--- src/aprPkg.sv ---
`default_nettype none

package aprPkg;

  localparam int wordW = 36;
  localparam int nEvents = 8;
  localparam int blockW = 3;
  localparam int acW = 4;
  localparam int magicW = 9;

  // Event source bit positions
  localparam int evSbusErr = 0;
  localparam int evNxmErr = 1;
  localparam int evIoPageFail = 2;
  localparam int evMbParErr = 3;
  localparam int evCacheDirParErr = 4;
  localparam int evSbusAdrParErr = 5;
  localparam int evPwrFail = 6;
  localparam int evSweepDone = 7;

  // Fast-memory address source select
  localparam logic [2:0] fmAc = 3'd0;
  localparam logic [2:0] fmAcPlus1 = 3'd1;
  localparam logic [2:0] fmXr = 3'd2;
  localparam logic [2:0] fmVma = 3'd3;
  localparam logic [2:0] fmAcPlus2 = 3'd4;
  localparam logic [2:0] fmAcPlus3 = 3'd5;
  localparam logic [2:0] fmAcMagic = 3'd6;
  localparam logic [2:0] fmMagic = 3'd7;

  // Diagnostic read select, codes 5 to 7 read zero
  localparam logic [2:0] rdFlags = 3'd0;
  localparam logic [2:0] rdEnables = 3'd1;
  localparam logic [2:0] rdBlocks = 3'd2;
  localparam logic [2:0] rdFmAddr = 3'd3;
  localparam logic [2:0] rdIntState = 3'd4;

  // APR condition-out word
  typedef struct packed {
    logic [11:0] unusedHi;
    logic        selEn;
    logic        selDis;
    logic        selClr;
    logic        selSet;
    logic [7:0]  eventMask;
    logic [7:0]  unusedMid;
    logic        loadPia;
    logic [2:0]  pia;
  } conoViewT;

  // AC block load word
  typedef struct packed {
    logic [5:0]  unusedHi;
    logic [2:0]  curBlock;
    logic [2:0]  prevBlock;
    logic [23:0] unusedLo;
  } blockViewT;

  typedef union packed {
    conoViewT  conoView;
    blockViewT blockView;
  } aprBusWord;

endpackage

`default_nettype wire

--- src/aprEvents.sv ---
`timescale 1ns/1ps
`default_nettype none

module aprEvents import aprPkg::*; (
  input  logic               clk,
  input  logic               arstN,
  input  logic               conoApr,
  input  aprBusWord          busData,
  input  logic [nEvents-1:0] eventIn,
  input  logic               sweepBusy,
  output logic [nEvents-1:0] flags,
  output logic [nEvents-1:0] enables,
  output logic               aprInt,
  output logic [2:0]         piaLevel,
  output logic               anyEboxErr
);

  logic [nEvents-1:0] eventPulse;
  logic [nEvents-1:0] setMask;
  logic [nEvents-1:0] clrMask;
  logic [nEvents-1:0] enMask;
  logic [nEvents-1:0] disMask;
  logic               sweepPrev;
  logic               sweepFall;

  // Falling edge of sweepBusy, registered once more before it hits the flag
  always_ff @(posedge clk or negedge arstN) begin
    if (!arstN) begin
      sweepPrev <= 1'b0;
      sweepFall <= 1'b0;
    end else begin
      sweepPrev <= sweepBusy;
      sweepFall <= sweepPrev & ~sweepBusy;
    end
  end

  always_comb begin
    eventPulse = eventIn;
    eventPulse[evSweepDone] = eventIn[evSweepDone] | sweepFall;
  end

  // Per-source CONO strobes
  assign setMask = (conoApr && busData.conoView.selSet) ? busData.conoView.eventMask : '0;
  assign clrMask = (conoApr && busData.conoView.selClr) ? busData.conoView.eventMask : '0;
  assign enMask = (conoApr && busData.conoView.selEn) ? busData.conoView.eventMask : '0;
  assign disMask = (conoApr && busData.conoView.selDis) ? busData.conoView.eventMask : '0;

  // Set and pulses override clear, enable overrides disable
  always_ff @(posedge clk or negedge arstN) begin
    if (!arstN) begin
      flags <= '0;
      enables <= '0;
      piaLevel <= '0;
    end else begin
      flags <= eventPulse | setMask | (flags & ~clrMask);
      enables <= enMask | (enables & ~disMask);
      if (conoApr && busData.conoView.loadPia) begin
        piaLevel <= busData.conoView.pia;
      end
    end
  end

  assign aprInt = |(flags & enables);

  // Errors the EBOX itself has to see
  assign anyEboxErr = flags[evNxmErr] | flags[evMbParErr] | flags[evSbusAdrParErr];

endmodule

`default_nettype wire

--- src/acBlocks.sv ---
`timescale 1ns/1ps
`default_nettype none

module acBlocks import aprPkg::*; (
  input  logic              clk,
  input  logic              arstN,
  input  aprBusWord         busData,
  input  logic              loadBlocks,
  input  logic              loadVmaContext,
  input  logic              vmaPrevEn,
  input  logic              xrPrevious,
  output logic [blockW-1:0] currentBlock,
  output logic [blockW-1:0] prevBlock,
  output logic [blockW-1:0] vmaBlock,
  output logic [blockW-1:0] xrBlock
);

  always_ff @(posedge clk or negedge arstN) begin
    if (!arstN) begin
      currentBlock <= '0;
      prevBlock <= '0;
    end else if (loadBlocks) begin
      currentBlock <= busData.blockView.curBlock;
      prevBlock <= busData.blockView.prevBlock;
    end
  end

  // Block used by virtual memory references
  always_ff @(posedge clk or negedge arstN) begin
    if (!arstN) begin
      vmaBlock <= '0;
    end else if (loadVmaContext) begin
      vmaBlock <= vmaPrevEn ? prevBlock : currentBlock;
    end
  end

  // Index register fetch may come from the previous context
  assign xrBlock = xrPrevious ? prevBlock : currentBlock;

endmodule

`default_nettype wire

--- src/fmAddrGen.sv ---
`timescale 1ns/1ps
`default_nettype none

module fmAddrGen import aprPkg::*; (
  input  logic [2:0]            fmSel,
  input  logic [acW-1:0]        ac,
  input  logic [acW-1:0]        xr,
  input  logic [acW-1:0]        vmaLow,
  input  logic [magicW-1:0]     magic,
  input  logic [blockW-1:0]     currentBlock,
  input  logic [blockW-1:0]     xrBlock,
  input  logic [blockW-1:0]     vmaBlock,
  output logic [blockW+acW-1:0] fmAddr
);

  logic [acW-1:0]    acPlus1;
  logic [acW-1:0]    acPlus2;
  logic [acW-1:0]    acPlus3;
  logic [acW-1:0]    acPlusMagic;
  logic [blockW-1:0] fmBlock;
  logic [acW-1:0]    fmAdr;

  // All AC arithmetic wraps within the 16-word block
  assign acPlus1 = ac + acW'(1);
  assign acPlus2 = ac + acW'(2);
  assign acPlus3 = ac + acW'(3);
  assign acPlusMagic = ac + magic[acW-1:0];

  always_comb begin
    fmBlock = currentBlock;
    fmAdr = ac;
    case (fmSel)
      fmAc: fmAdr = ac;
      fmAcPlus1: fmAdr = acPlus1;
      fmAcPlus2: fmAdr = acPlus2;
      fmAcPlus3: fmAdr = acPlus3;
      fmAcMagic: fmAdr = acPlusMagic;
      fmXr: begin
        fmBlock = xrBlock;
        fmAdr = xr;
      end
      fmVma: begin
        fmBlock = vmaBlock;
        fmAdr = vmaLow;
      end
      fmMagic: begin
        // Absolute block and address straight from microcode
        fmBlock = magic[acW+blockW-1:acW];
        fmAdr = magic[acW-1:0];
      end
      default: fmAdr = ac;
    endcase
  end

  assign fmAddr = {fmBlock, fmAdr};

endmodule

`default_nettype wire

--- src/diagReadMux.sv ---
`timescale 1ns/1ps
`default_nettype none

module diagReadMux import aprPkg::*; (
  input  logic                  diagRead,
  input  logic [2:0]            diagSel,
  input  logic [nEvents-1:0]    flags,
  input  logic [nEvents-1:0]    enables,
  input  logic [blockW-1:0]     currentBlock,
  input  logic [blockW-1:0]     prevBlock,
  input  logic [blockW-1:0]     vmaBlock,
  input  logic [blockW+acW-1:0] fmAddr,
  input  logic                  aprInt,
  input  logic                  anyEboxErr,
  input  logic [2:0]            piaLevel,
  output logic [wordW-1:0]      readData
);

  // Fields are right-justified on the bus
  always_comb begin
    readData = '0;
    if (diagRead) begin
      case (diagSel)
        rdFlags: begin
          readData = wordW'(flags);
        end
        rdEnables: begin
          readData = wordW'(enables);
        end
        rdBlocks: begin
          readData = wordW'({currentBlock, prevBlock, vmaBlock});
        end
        rdFmAddr: begin
          readData = wordW'(fmAddr);
        end
        rdIntState: begin
          readData = wordW'({aprInt, anyEboxErr, piaLevel});
        end
        default: begin
          readData = '0;
        end
      endcase
    end
  end

endmodule

`default_nettype wire

--- src/apr.sv ---
`timescale 1ns/1ps
`default_nettype none

module apr import aprPkg::*; (
  input  logic                  clk,
  input  logic                  arstN,
  input  logic [wordW-1:0]      busData,
  input  logic                  conoApr,
  input  logic                  loadBlocks,
  input  logic                  loadVmaContext,
  input  logic                  vmaPrevEn,
  input  logic                  xrPrevious,
  input  logic                  sbusErr,
  input  logic                  nxmErr,
  input  logic                  ioPageFail,
  input  logic                  mbParErr,
  input  logic                  cacheDirParErr,
  input  logic                  sbusAdrParErr,
  input  logic                  pwrWarn,
  input  logic                  sweepBusy,
  input  logic [acW-1:0]        ac,
  input  logic [acW-1:0]        xr,
  input  logic [acW-1:0]        vmaLow,
  input  logic [magicW-1:0]     magic,
  input  logic [2:0]            fmSel,
  input  logic                  diagRead,
  input  logic [2:0]            diagSel,
  output logic                  aprInt,
  output logic [2:0]            piaLevel,
  output logic                  anyEboxErr,
  output logic [blockW+acW-1:0] fmAddr,
  output logic [wordW-1:0]      readData
);

  logic [nEvents-1:0] eventIn;
  logic [nEvents-1:0] flags;
  logic [nEvents-1:0] enables;
  logic [blockW-1:0]  currentBlock;
  logic [blockW-1:0]  prevBlock;
  logic [blockW-1:0]  vmaBlock;
  logic [blockW-1:0]  xrBlock;

  always_comb begin
    eventIn = '0;
    eventIn[evSbusErr] = sbusErr;
    eventIn[evNxmErr] = nxmErr;
    eventIn[evIoPageFail] = ioPageFail;
    eventIn[evMbParErr] = mbParErr;
    eventIn[evCacheDirParErr] = cacheDirParErr;
    eventIn[evSbusAdrParErr] = sbusAdrParErr;
    eventIn[evPwrFail] = pwrWarn;
    // Sweep done comes from the sweepBusy edge inside aprEvents
    eventIn[evSweepDone] = 1'b0;
  end

  aprEvents events (
    .clk(clk), .arstN(arstN), .conoApr(conoApr), .busData(busData),
    .eventIn(eventIn), .sweepBusy(sweepBusy), .flags(flags), .enables(enables),
    .aprInt(aprInt), .piaLevel(piaLevel), .anyEboxErr(anyEboxErr)
  );

  acBlocks blocks (
    .clk(clk), .arstN(arstN), .busData(busData), .loadBlocks(loadBlocks),
    .loadVmaContext(loadVmaContext), .vmaPrevEn(vmaPrevEn), .xrPrevious(xrPrevious),
    .currentBlock(currentBlock), .prevBlock(prevBlock), .vmaBlock(vmaBlock),
    .xrBlock(xrBlock)
  );

  fmAddrGen addrGen (
    .fmSel(fmSel), .ac(ac), .xr(xr), .vmaLow(vmaLow), .magic(magic),
    .currentBlock(currentBlock), .xrBlock(xrBlock), .vmaBlock(vmaBlock),
    .fmAddr(fmAddr)
  );

  diagReadMux readMux (
    .diagRead(diagRead), .diagSel(diagSel), .flags(flags), .enables(enables),
    .currentBlock(currentBlock), .prevBlock(prevBlock), .vmaBlock(vmaBlock),
    .fmAddr(fmAddr), .aprInt(aprInt), .anyEboxErr(anyEboxErr),
    .piaLevel(piaLevel), .readData(readData)
  );

endmodule

`default_nettype wire

--- config.mk ---
export PLATFORM = sky130hd
export DESIGN_NAME = apr
export DESIGN_NICKNAME = d
export VERILOG_FILES = /design/src/aprPkg.sv /design/src/aprEvents.sv /design/src/acBlocks.sv /design/src/fmAddrGen.sv /design/src/diagReadMux.sv /design/src/apr.sv
export SDC_FILE = /design/constraint.sdc
export NUM_CORES = 1
export LEC_CHECK = 0
export ABC_AREA = 1
export BUFFER_PORTS_ARGS = -buffer_cell sky130_fd_sc_hd__buf_2
export CORE_UTILIZATION = 47
export DETAILED_ROUTE_END_ITERATION = 16
export HOLD_SLACK_MARGIN = 0.02
export PLACE_DENSITY = 0.81
export SLEW_MARGIN = 25
export SYNTH_ARGS = -nofsm -noshare
export SYNTH_HDL_FRONTEND = slang
export SYNTH_HIERARCHICAL = 1
export SYNTH_SLANG_ARGS = --single-unit
--- constraint.sdc ---
create_clock -name clk -period 2.7 [get_ports clk]
set_input_delay 0.405 -clock clk [delete_from_list [all_inputs] [get_ports clk]]
set_output_delay 0.405 -clock clk [all_outputs]
set_load 0.01 [all_outputs]
==> impl_results.md, run 1 <==
- Status: finished, final reports clean
- Final Slew Violations: 0
- Number of placed cells counting well taps: 545
- Via/cell ratio: 4.98
- Number of global-route vias before repair: 2,447
- Htree depth: 2
- Via count: 2,789
- Critical Path AT: 2.23 ns
- Final cell count without fillers: 560
- FF+latch count, synth: 30
- Initial Util: 50.0%
- CP Launch Point: fmSel[0]
- Highest net fanout along the worst path: 4
- CTS tree: yes
- Measured slew at the worst slew-check pin: 0.673 ns
- Unrepaired setup endpoints after global routing: yes
- Wire length of the first global-routing pass: 10.9 mm
- Synth async-reset ratio: 100%
- Worst reg2reg path startpoint: blocks/currentBlock[1]
- Quantity of hold-fixing buffers added after cts: 0
- Height of the chip: 76.4 um
- Post-detailed-route wirelength per cell: 12.0 um
- Share of the clock period used by the worst path: 97.7%
- Internal Power: 872 uW
- Number of synthesized flops with an enable pin: 0
- Worst max-slew margin expressed relative to the limit: 55.1%
- Root buffer cell: clkbuf_8
- Type of the most critical hold path: input pin to async pin
- Die Width: 76.4 um
- Part of the power in combinational logic: 31.7%
- P&R area growth vs syn: 26.1%
- Reg power frac: 40.1%
- I/O Pins: 127
- First-pass detailed-route iteration total: 4
- Number of antenna violations at the first check in global routing: 0
- Reg clk slew, reported paths: 0.07 ns
- Non-Filler Cell Area, Final: 0.00328 mm^2
- Worst supply voltage drop on vdd: 299 uV
- DRT Wirelength: 6.73 mm
- P_leak: 0.00184 uW
- N_diodes: 0
- Skew final: 0.00408 ns
- P_sw: 462 uW
- Min Tclk post-route: 2.64 ns
- Number of DRC violations after detailed-routing iteration 0: 170
- Number of endpoints failing setup at the final stage: 0
- Number of nets in the layout: 573
- Data required time of the critical path: 2.30 ns
- Max Clock Freq: 0.379 GHz
- Largest net degree at the start of global routing: 31
- Critical Setup Path Class: input pin to primary output
- Share of power burned in the clock network: 28.2%
- Final setup TNS: 0 ns
- Final hold violation count: 0
- Ratio of cells with drive above 1 in the final layout: 31.2%
- Half-perimeter wire length after placement: 5.08 mm
- Global route total overflow: 0
- Final weighted congestion in routability-driven placement: 0.888
- Placement Cell Area: 0.00296 mm^2
- Number of nets with antenna violations after routing: 0
- Number of sinks on the clock net: 30
- Gate count after technology mapping: 394
- PwrDens: 406 mW/mm^2
- Skew-Pair Late Insertion Delay: 0.28 ns
- Number of violations of the max-capacitance limit: 0
- Fraction of the yosys area taken by sequential cells: 28.8%
- Number of buffers on the longest clock path: 2
- I/O Buffers: 83
- Core Box Area: 0.00520 mm^2
- Yosys warns: 6
- Per-instance average area after synthesis: 6.61 um^2
- Setup crit end kind: primary output
- Full die area: 0.00584 mm^2
- Switching share of power: 34.6%
- Most instantiated flip-flop cell in the synthesis netlist: dfrtp_1
- Number of unique standard cell types used by synthesis: 28
- Layout fillers: 500
- Clock buffer count from CTS: 5
- Critical path startpoint category: input pin
- Total global-route track usage: 23.0%
- Cell Area, Synth: 0.00260 mm^2
- Post-detailed-route DRC marker count: 0
- Rows: 26
## cell families after synthesis
family,count (synthesis),share of synthesized area (%)
buffers and inverters,95,20.9
AOI/OAI and AO/OA,40,8.55
other,2,0.288
xor gates and xnor gates,2,0.673
and+or+nand+nor,220,38.1
DFF,30,28.8
adders and majority gates,5,2.69
## sequential cells by signal, indices dropped and copies added, names as in the netlist
register,cells
events/enables,8
blocks/currentBlock,3
events/sweepPrev,1
blocks/prevBlock,3
events/piaLevel,3
events/sweepFall,1
events/flags,8
blocks/vmaBlock,3
## path summary, 6_finish.rpt
kind                                      endpoint  slack, ns  cells after the start
worst min-delay path              events/sweepFall       0.15                      1
worst max-delay path                   readData[2]       0.06                     16
max in group asynchronous       events/piaLevel[2]       2.11                      1
worst min register to register    events/sweepFall       0.46                      2
worst max register to register  blocks/vmaBlock[1]       1.84                      4
min in group clk                  events/sweepPrev       0.24                      1
## repair_timing
item | 4_1_cts | 5_1_grt
pin swaps | 3 | 30
setup buffers | 1 | 6
setup endpoints to repair | 3 | 4
gates resized for setup | 6 | 41
## metal layers
metal,vias up,routed length (um),global-route usage [%]
met5,-,0,0
met4,0,91,6.73
met3,13,520,4.07
met2,140,3250,39.5
met1,1246,2860,29.4
li1,1390,-,-
## Yosys cell counts, types with 2 or more instances
| master | number | area share [%] |
|---|---|---|
| conb_1 | 2 | 0.29 |
| ha_1 | 4 | 1.9 |
| nor2_1 | 32 | 4.6 |
| buf_6 | 8 | 3.5 |
| o2111ai_1 | 4 | 1.3 |
| nand2_1 | 127 | 18 |
| nor3_4 | 3 | 1.9 |
| dfrtp_1 | 30 | 29 |
| nand4_1 | 19 | 4.6 |
| a21oi_1 | 7 | 1.3 |
| inv_1 | 51 | 7.4 |
| o21ai_1 | 4 | 0.77 |
| nor3_2 | 2 | 0.77 |
| nand3_1 | 34 | 6.5 |
| inv_2 | 2 | 0.29 |
| buf_4 | 29 | 8.4 |
| inv_4 | 3 | 0.72 |
| o21ai_0 | 23 | 4.4 |
## power by group through the flow
| stage | Combinational [uW] | Clock, uW | Sequential, uW |
|---|---|---|---|
| global placement | 364 | 0 | 541 |
| global route | 473 | 404 | 540 |
| finish | 423 | 376 | 535 |
| floorplan | 265 | 0 | 531 |
| detailed placement | 370 | 0 | 542 |
| CTS | 379 | 382 | 534 |
## critical path, cell delays in order
cell and delay, ns:
buf_8 0.09, clkinv_4 0.05, nand3_4 0.10, inv_4 0.06, nand2_4 0.07, ha_4 0.14, inv_4 0.04, fa_2 0.36
xnor2_2 0.12, nand2_1 0.08, a41oi_2 0.22, nand4_1 0.11, nand2_1 0.09, nor2_1 0.04, nor2_1 0.12, buf_2 0.15
## area by class of cell
class | instances | area, um^2 | share of cell area (%)
Multi-Input combinational cell | 295 | 1550 | 47.3
Inverter | 56 | 228 | 6.93
Clock buffer | 6 | 82.6 | 2.51
Tap cell | 70 | 87.6 | 2.67
Sequential cell | 30 | 751 | 22.9
Clock inverter | 2 | 12.5 | 0.381
Timing Repair Buffer | 101 | 571 | 17.4
## per-stage QoR
step | hold WS [ns] | utilization, % | power [uW] | setup slack, ns
3_5_place_dp | 0.450 | 56.9 | 913 | -0.108
2_1_floorplan | 0.109 | - | 795 | 0.0159
3_3_place_gp | 0.445 | 56.9 | 905 | -0.0442
6_report | 0.155 | 63.1 | 1330 | 0.0626
5_1_grt | 0.208 | 63.1 | 1420 | -0.0850
4_1_cts | 0.179 | 59.3 | 1300 | -0.00873
## layout by cell type (no fill, tap or decap), types with 6 or more instances in the layout
cell type	netlist	routed
nor2_1	32	28
nand3_1	34	31
conb_1	2	28
nand4_1	19	19
o21ai_0	23	23
buf_4	29	17
dfrtp_1	30	30
nand2_1	127	121
inv_1	51	45
buf_2	1	81
clkbuf_8	1	6
(Power assumes the default switching activity.)
==> run 2, diff against run 1 <==
- clock period: 2.7 -> 2.83 ns (I/O delays scaled with it)
==> run 2 against run 1 <==
Compared with the run above:
- sequential share of layout area rose by 0.99 points
- wire length fell by 3.0%
- clock power fell by 3%
- register-to-register slack improved by 0.16 ns
==> impl_results.md, run 2 (synthesis gave the netlist of run 1 again) <==
- Core Box Area: 0.00520 mm^2
- Area of the multi-input gates: 0.00146 mm^2
- Number of placed cells counting well taps: 546
- PwrDens: 398 mW/mm^2
- Root buffer cell: clkbuf_8
- Worst max-slew margin expressed relative to the limit: 55.4%
- Measured slew at the worst slew-check pin: 0.669 ns
- Number of DRC violations after detailed-routing iteration 0: 93
- P_leak: 0.00181 uW
- Status: finished, final reports clean
- Layout fillers: 507
- Ratio of cells with drive above 1 in the final layout: 27.9%
- Internal Power: 817 uW
- Critical Setup Path Class: input pin to primary output
- Largest net degree at the start of global routing: 31
- First-pass detailed-route iteration total: 5
- Full die area: 0.00584 mm^2
- Most frequent cells in the layout: nand2_1 (126), buf_2 (81), inv_1 (48)
- Number of sinks on the clock net: 30
- Post-detailed-route wirelength per cell: 11.7 um
- Number of buffers on the longest clock path: 2
- N_diodes: 0
- Data required time of the critical path: 2.41 ns
- Sequential cell area in the final layout: 751 um^2
- DRT Wirelength: 6.52 mm
- Height of the chip: 76.4 um
- P&R area growth vs syn: 20.9%
- Via/cell ratio: 4.94
- Wire length of the first global-routing pass: 10.9 mm
- Top Registers: events/enables x8, events/flags x8
- Htree depth: 2
- Number of nets in the layout: 570
- Number of violations of the max-capacitance limit: 0
- Number of antenna violations at the first check in global routing: 0
- Post-detailed-route DRC marker count: 0
- Critical path startpoint category: input pin
- Half-perimeter wire length after placement: 5.13 mm
- Critical Path AT: 2.32 ns
- Min Tclk post-route: 2.75 ns
- Number of nets with antenna violations after routing: 0
- Worst supply voltage drop on vdd: 285 uV
- Setup crit end kind: primary output
- Non-Filler Cell Area, Final: 0.00315 mm^2
- Max Clock Freq: 0.364 GHz
- Part of the power in combinational logic: 30.2%
- Number of global-route vias before repair: 2,486
- Reg clk slew, reported paths: 0.07 ns
- CTS tree: yes
- Number of endpoints failing setup at the final stage: 0
- Via count: 2,751
- Die Width: 76.4 um
- Rows: 26
- Placement Cell Area: 0.00297 mm^2
- Setup slack after placement: -0.0401 ns
- Final Slew Violations: 0
- Reg power frac: 40.8%
- Final hold violation count: 0
- I/O Pins: 127
- P_sw: 435 uW
- Skew final: 0.00800 ns
- Clock buffer count from CTS: 5
- Switching share of power: 34.7%
- Highest net fanout along the worst path: 4
- PnR worst setup slack: 0.0807 ns
- Type of the most critical hold path: input pin to async pin
- Skew-Pair Late Insertion Delay: 0.29 ns
- Initial Util: 50.0%
- Global route total overflow: 0
- Commonest non-fill, non-tap cell in the layout: nand2_1
- Final cell count without fillers: 557
- Share of the clock period used by the worst path: 97.1%
- Total global-route track usage: 22.9%
- Final weighted congestion in routability-driven placement: 0.904
- Share of power burned in the clock network: 29.1%
- I/O Buffers: 83
run 2: cell types whose count changed in the layout (fill, tap and decap cells not counted), sizes merged:
cell	change
buf	-3
clkinv	-1
inv	+1
run 2: what timing repair did:
item                                    4_1_cts  5_1_grt
pin swaps                                     0       14
hold buffers                                  0        0
gates cloned                                  0        0
buffers inserted                              0        3
endpoints found under the setup margin        1        3
resized for setup                             1       18
hold endpoints to repair                      0        0
run 2: path summary, 6_finish.rpt:
| kind | depth (start not counted) | from | slack (ns) | to |
|---|---|---|---|---|
| setup / recovery | 15 | fmSel[1] | 0.08 | readData[2] |
| hold / removal | 1 | arstN | 0.17 | events/sweepPrev |
| setup reg to reg | 4 | blocks/prevBlock[1] | 2.00 | blocks/vmaBlock[1] |
| hold reg to reg | 2 | events/sweepPrev | 0.46 | events/sweepFall |
| max in group asynchronous | 1 | arstN | 2.23 | events/piaLevel[0] |
| min in group clk | 1 | sweepBusy | 0.25 | events/sweepPrev |
run 2: through the flow:
step / power, uW / util, % / setup TNS [ns] / hold WS, ns
floorplan: 759 / - / 0 / 0.129
global placement: 864 / 57.0 / 0 / 0.443
detailed placement: 873 / 57.0 / -0.0401 / 0.453
CTS: 1240 / 58.9 / 0 / 0.191
global route: 1340 / 60.5 / -0.0845 / 0.237
finish: 1250 / 60.5 / 0 / 0.165
run 2: layer usage:
layer	wire length, um	vias to the layer above	global-route usage, %
met5	0	-	0
met4	112	0	6.92
met3	501	18	4.19
met2	2990	145	38.2
met1	2920	1203	30.0
li1	-	1385	-
run 2: cell type report:
type / instances / share of cell area (%)
multi-input combinational: 295 / 46.4
sequential: 30 / 23.8
timing repair buffer: 98 / 17.1
inverter: 56 / 6.92
tap: 70 / 2.78
clock buffer: 6 / 2.62
clock inverter: 2 / 0.397
run 2: power by group through the flow:
stage / registers (uW) / logic (uW) / clock network (uW)
5_1_grt: 516 / 429 / 391
2_1_floorplan: 506 / 252 / 0
3_3_place_gp: 516 / 348 / 0
6_report: 510 / 378 / 364
3_5_place_dp: 517 / 356 / 0
4_1_cts: 509 / 358 / 369
run 2: critical path, stage by stage:
cell	delay, ns
buf_4	0.13
inv_1	0.09
nand2_2	0.08
nor2_2	0.11
a21oi_2	0.05
buf_4	0.13
fa_2	0.37
xnor2_2	0.15
nand2_1	0.08
a41oi_2	0.22
nand4_1	0.12
nand2_1	0.09
nor2_1	0.04
nor2_1	0.09
buf_2	0.14
==> run 3, diff against run 2 <==
--- a/config.mk
+++ b/config.mk
@@ -9,2 +9,3 @@
 export BUFFER_PORTS_ARGS = -buffer_cell sky130_fd_sc_hd__buf_2
+export CORE_ASPECT_RATIO = 1.2
 export CORE_UTILIZATION = 47
--- a/constraint.sdc
+++ b/constraint.sdc
@@ -3,2 +3,2 @@
 set_output_delay 0.4245 -clock clk [all_outputs]
-set_load 0.01 [all_outputs]
+set_load 0.1 [all_outputs]
==> run 3 against run 2 <==
Compared with the run above:
- wire length grew 4.5%
- sequential share of layout area shrank 2.7 points
- non-clock buffer count grew 3
- global-route usage grew 1.8 points
- clock-buffer cell count shrank 1
- hold slack gained 0.0067 ns
- die area is essentially flat
- critical endpoint unchanged
==> impl_results.md, run 3 (synthesis gave the netlist of run 1 again) <==
- Full die area: 0.00584 mm^2
- Data required time of the critical path: 2.41 ns
- Critical Path, Cell by Cell: buf_12 > inv_6 > nand3_4 > inv_4 > nand2_4 > ha_4 > inv_2 > fa_2 > xnor2_1 > nand2_1 > a41oi_4 > nand4_1 > nand2_1 > nor2_2 > nor2_4 > buf_12
- Reg power frac: 29.2%
- First-pass detailed-route iteration total: 4
- CTS tree: yes
- Final core utilization: 67.1%
- Measured slew at the worst slew-check pin: 0.662 ns
- Via/cell ratio: 4.94
- Global route total overflow: 0
- Post-detailed-route wirelength per cell: 12.3 um
- DRT Wirelength: 6.82 mm
- Number of sinks on the clock net: 30
- Placement Cell Area: 0.00329 mm^2
- Max Clock Freq: 0.363 GHz
- Half-perimeter wire length after placement: 5.43 mm
- I/O Pins: 127
- Core Box Area: 0.00530 mm^2
- Die Width: 69.9 um
- Number of antenna violations at the first check in global routing: 0
- Part of the power in combinational logic: 46.8%
- P_leak: 0.00190 uW
- Most frequent cells in the layout: nand2_1 (124), buf_2 (71), inv_1 (47)
- Worst max-slew margin expressed relative to the limit: 55.9%
- Switching share of power: 45.5%
- Number of endpoints failing setup at the final stage: 0
- Critical Setup Path Class: input pin to primary output
- Htree depth: 2
- Share of the clock period used by the worst path: 97.5%
- Skew final: 0.00500 ns
- Cell family with most CP delay: simple AND/OR/NAND/NOR gates
- Final weighted congestion in routability-driven placement: 0.850
- Final hold violation count: 0
- Area of the multi-input gates: 0.00168 mm^2
- Post-detailed-route DRC marker count: 0
- Number of nets with antenna violations after routing: 0
- Reg clk slew, reported paths: 0.07 ns
- Status: finished, final reports clean
- Quantity of hold-fixing buffers added after cts: 0
- P&R area growth vs syn: 36.5%
- Top Registers: events/enables x8, events/flags x8
- Largest net degree at the start of global routing: 31
- Wire length of the first global-routing pass: 11.7 mm
- P_sw: 797 uW
- Critical Path AT: 2.33 ns
- Unrepaired setup endpoints after global routing: yes
- Height of the chip: 83.5 um
- Via count: 2,728
- PwrDens: 493 mW/mm^2
- Share of power burned in the clock network: 24.1%
- Clock buffer count from CTS: 5
- Layout fillers: 485
- Final Slew Violations: 0
- Skew-Pair Late Insertion Delay: 0.28 ns
- Setup crit end kind: primary output
- Pwr Total: 1750 uW
- Type of the most critical hold path: input pin to async pin
- Buffers plus inverters on the worst setup path: 5
- Highest cell delay on the worst timing path: 0.35 ns
- Highest net fanout along the worst path: 4
- Commonest non-fill, non-tap cell in the layout: nand2_1
- Worst supply voltage drop on vdd: 485 uV
- I/O Buffers: 83
- Internal Power: 954 uW
- Final Hold Slack: 0.172 ns
- Sequential cell area in the final layout: 751 um^2
- Total global-route track usage: 24.7%
- Rows: 29
- Critical path startpoint category: input pin
- Ratio of cells with drive above 1 in the final layout: 32.7%
- Critical-path top delay cell: fa_2
- Number of violations of the max-capacitance limit: 0
- Number of global-route vias before repair: 2,661
- Non-Filler Cell Area, Final: 0.00355 mm^2
- Root buffer cell: clkbuf_8
- N_diodes: 0
- Initial Util: 49.1%
- Number of nets in the layout: 573
- Number of DRC violations after detailed-routing iteration 0: 65
- Number of buffers on the longest clock path: 2
- Min Tclk post-route: 2.76 ns
==> run 3: cell count changes in the layout (fill, tap and decap cells not counted), sizes merged <==
| cell | previous run | this run |
|---|---|---|
| buf | 98 | 101 |
| bufinv | 0 | 1 |
| clkbuf | 6 | 5 |
| clkinv | 1 | 2 |
| clkinvlp | 1 | 0 |
==> run 3: final timing paths <==
kind | startpoint | endpoint | slack (ns) | cells after the start
setup / recovery | fmSel[0] | readData[2] | 0.07 | 16
hold / removal | arstN | blocks/vmaBlock[2] | 0.17 | 1
setup reg to reg | blocks/prevBlock[1] | blocks/vmaBlock[1] | 1.99 | 4
hold reg to reg | events/sweepPrev | events/sweepFall | 0.46 | 2
max in group asynchronous | arstN | events/piaLevel[2] | 2.23 | 1
min in group clk | sweepBusy | events/sweepPrev | 0.26 | 1
==> run 3: repair_timing <==
item,in CTS,in global routing
setup buffers,0,4
gates resized for setup,6,25
pin swaps,3,21
setup endpoints to repair,2,3
==> run 3: worst reg2reg max path, delay by kind of cell, from the launching register on <==
kind	cells	cell delay [ns]
simple gates	3	0.21
flops	1	0.42
buf+inv	1	0.10
==> run 3: final cells by class <==
class	instances	area share, %
multi-input cells	295	47.2
clock inverters	3	1.13
clock buffers	5	1.94
inverters	56	6.34
repair buffers	101	20.1
well taps	62	2.18
flip-flops and latches	30	21.1
==> run 3: per-stage QoR <==
stage / setup WS, ns / setup TNS, ns / std cells
final: 0.0721 / 0 / 552
after global routing: -0.0798 / -0.192 / 552
after CTS: -0.000678 / -0.000678 / 548
after detailed placement: -0.101 / -0.201 / 540
after global placement: -0.0626 / -0.113 / 540
after floorplan: -0.545 / -1.65 / 420
==> run 3: routing by layer <==
metal	global-route usage, %	wire [um]	part of all wire, %	vias up
met3	3.86	358	5.3	15
met1	28.4	2630	39	1221
met2	44.7	3650	54	96
met5	0	0	0	-
met4	10.4	173	2.5	0
li1	-	-	-	1396
==> run 3: power by group through the flow <==
stage / Combinational, uW / Sequential [uW] / Clock, uW
final: 819 / 510 / 421
after global routing: 875 / 517 / 452
after CTS: 795 / 510 / 434
after detailed placement: 788 / 518 / 0
after global placement: 780 / 516 / 0
after floorplan: 595 / 543 / 0
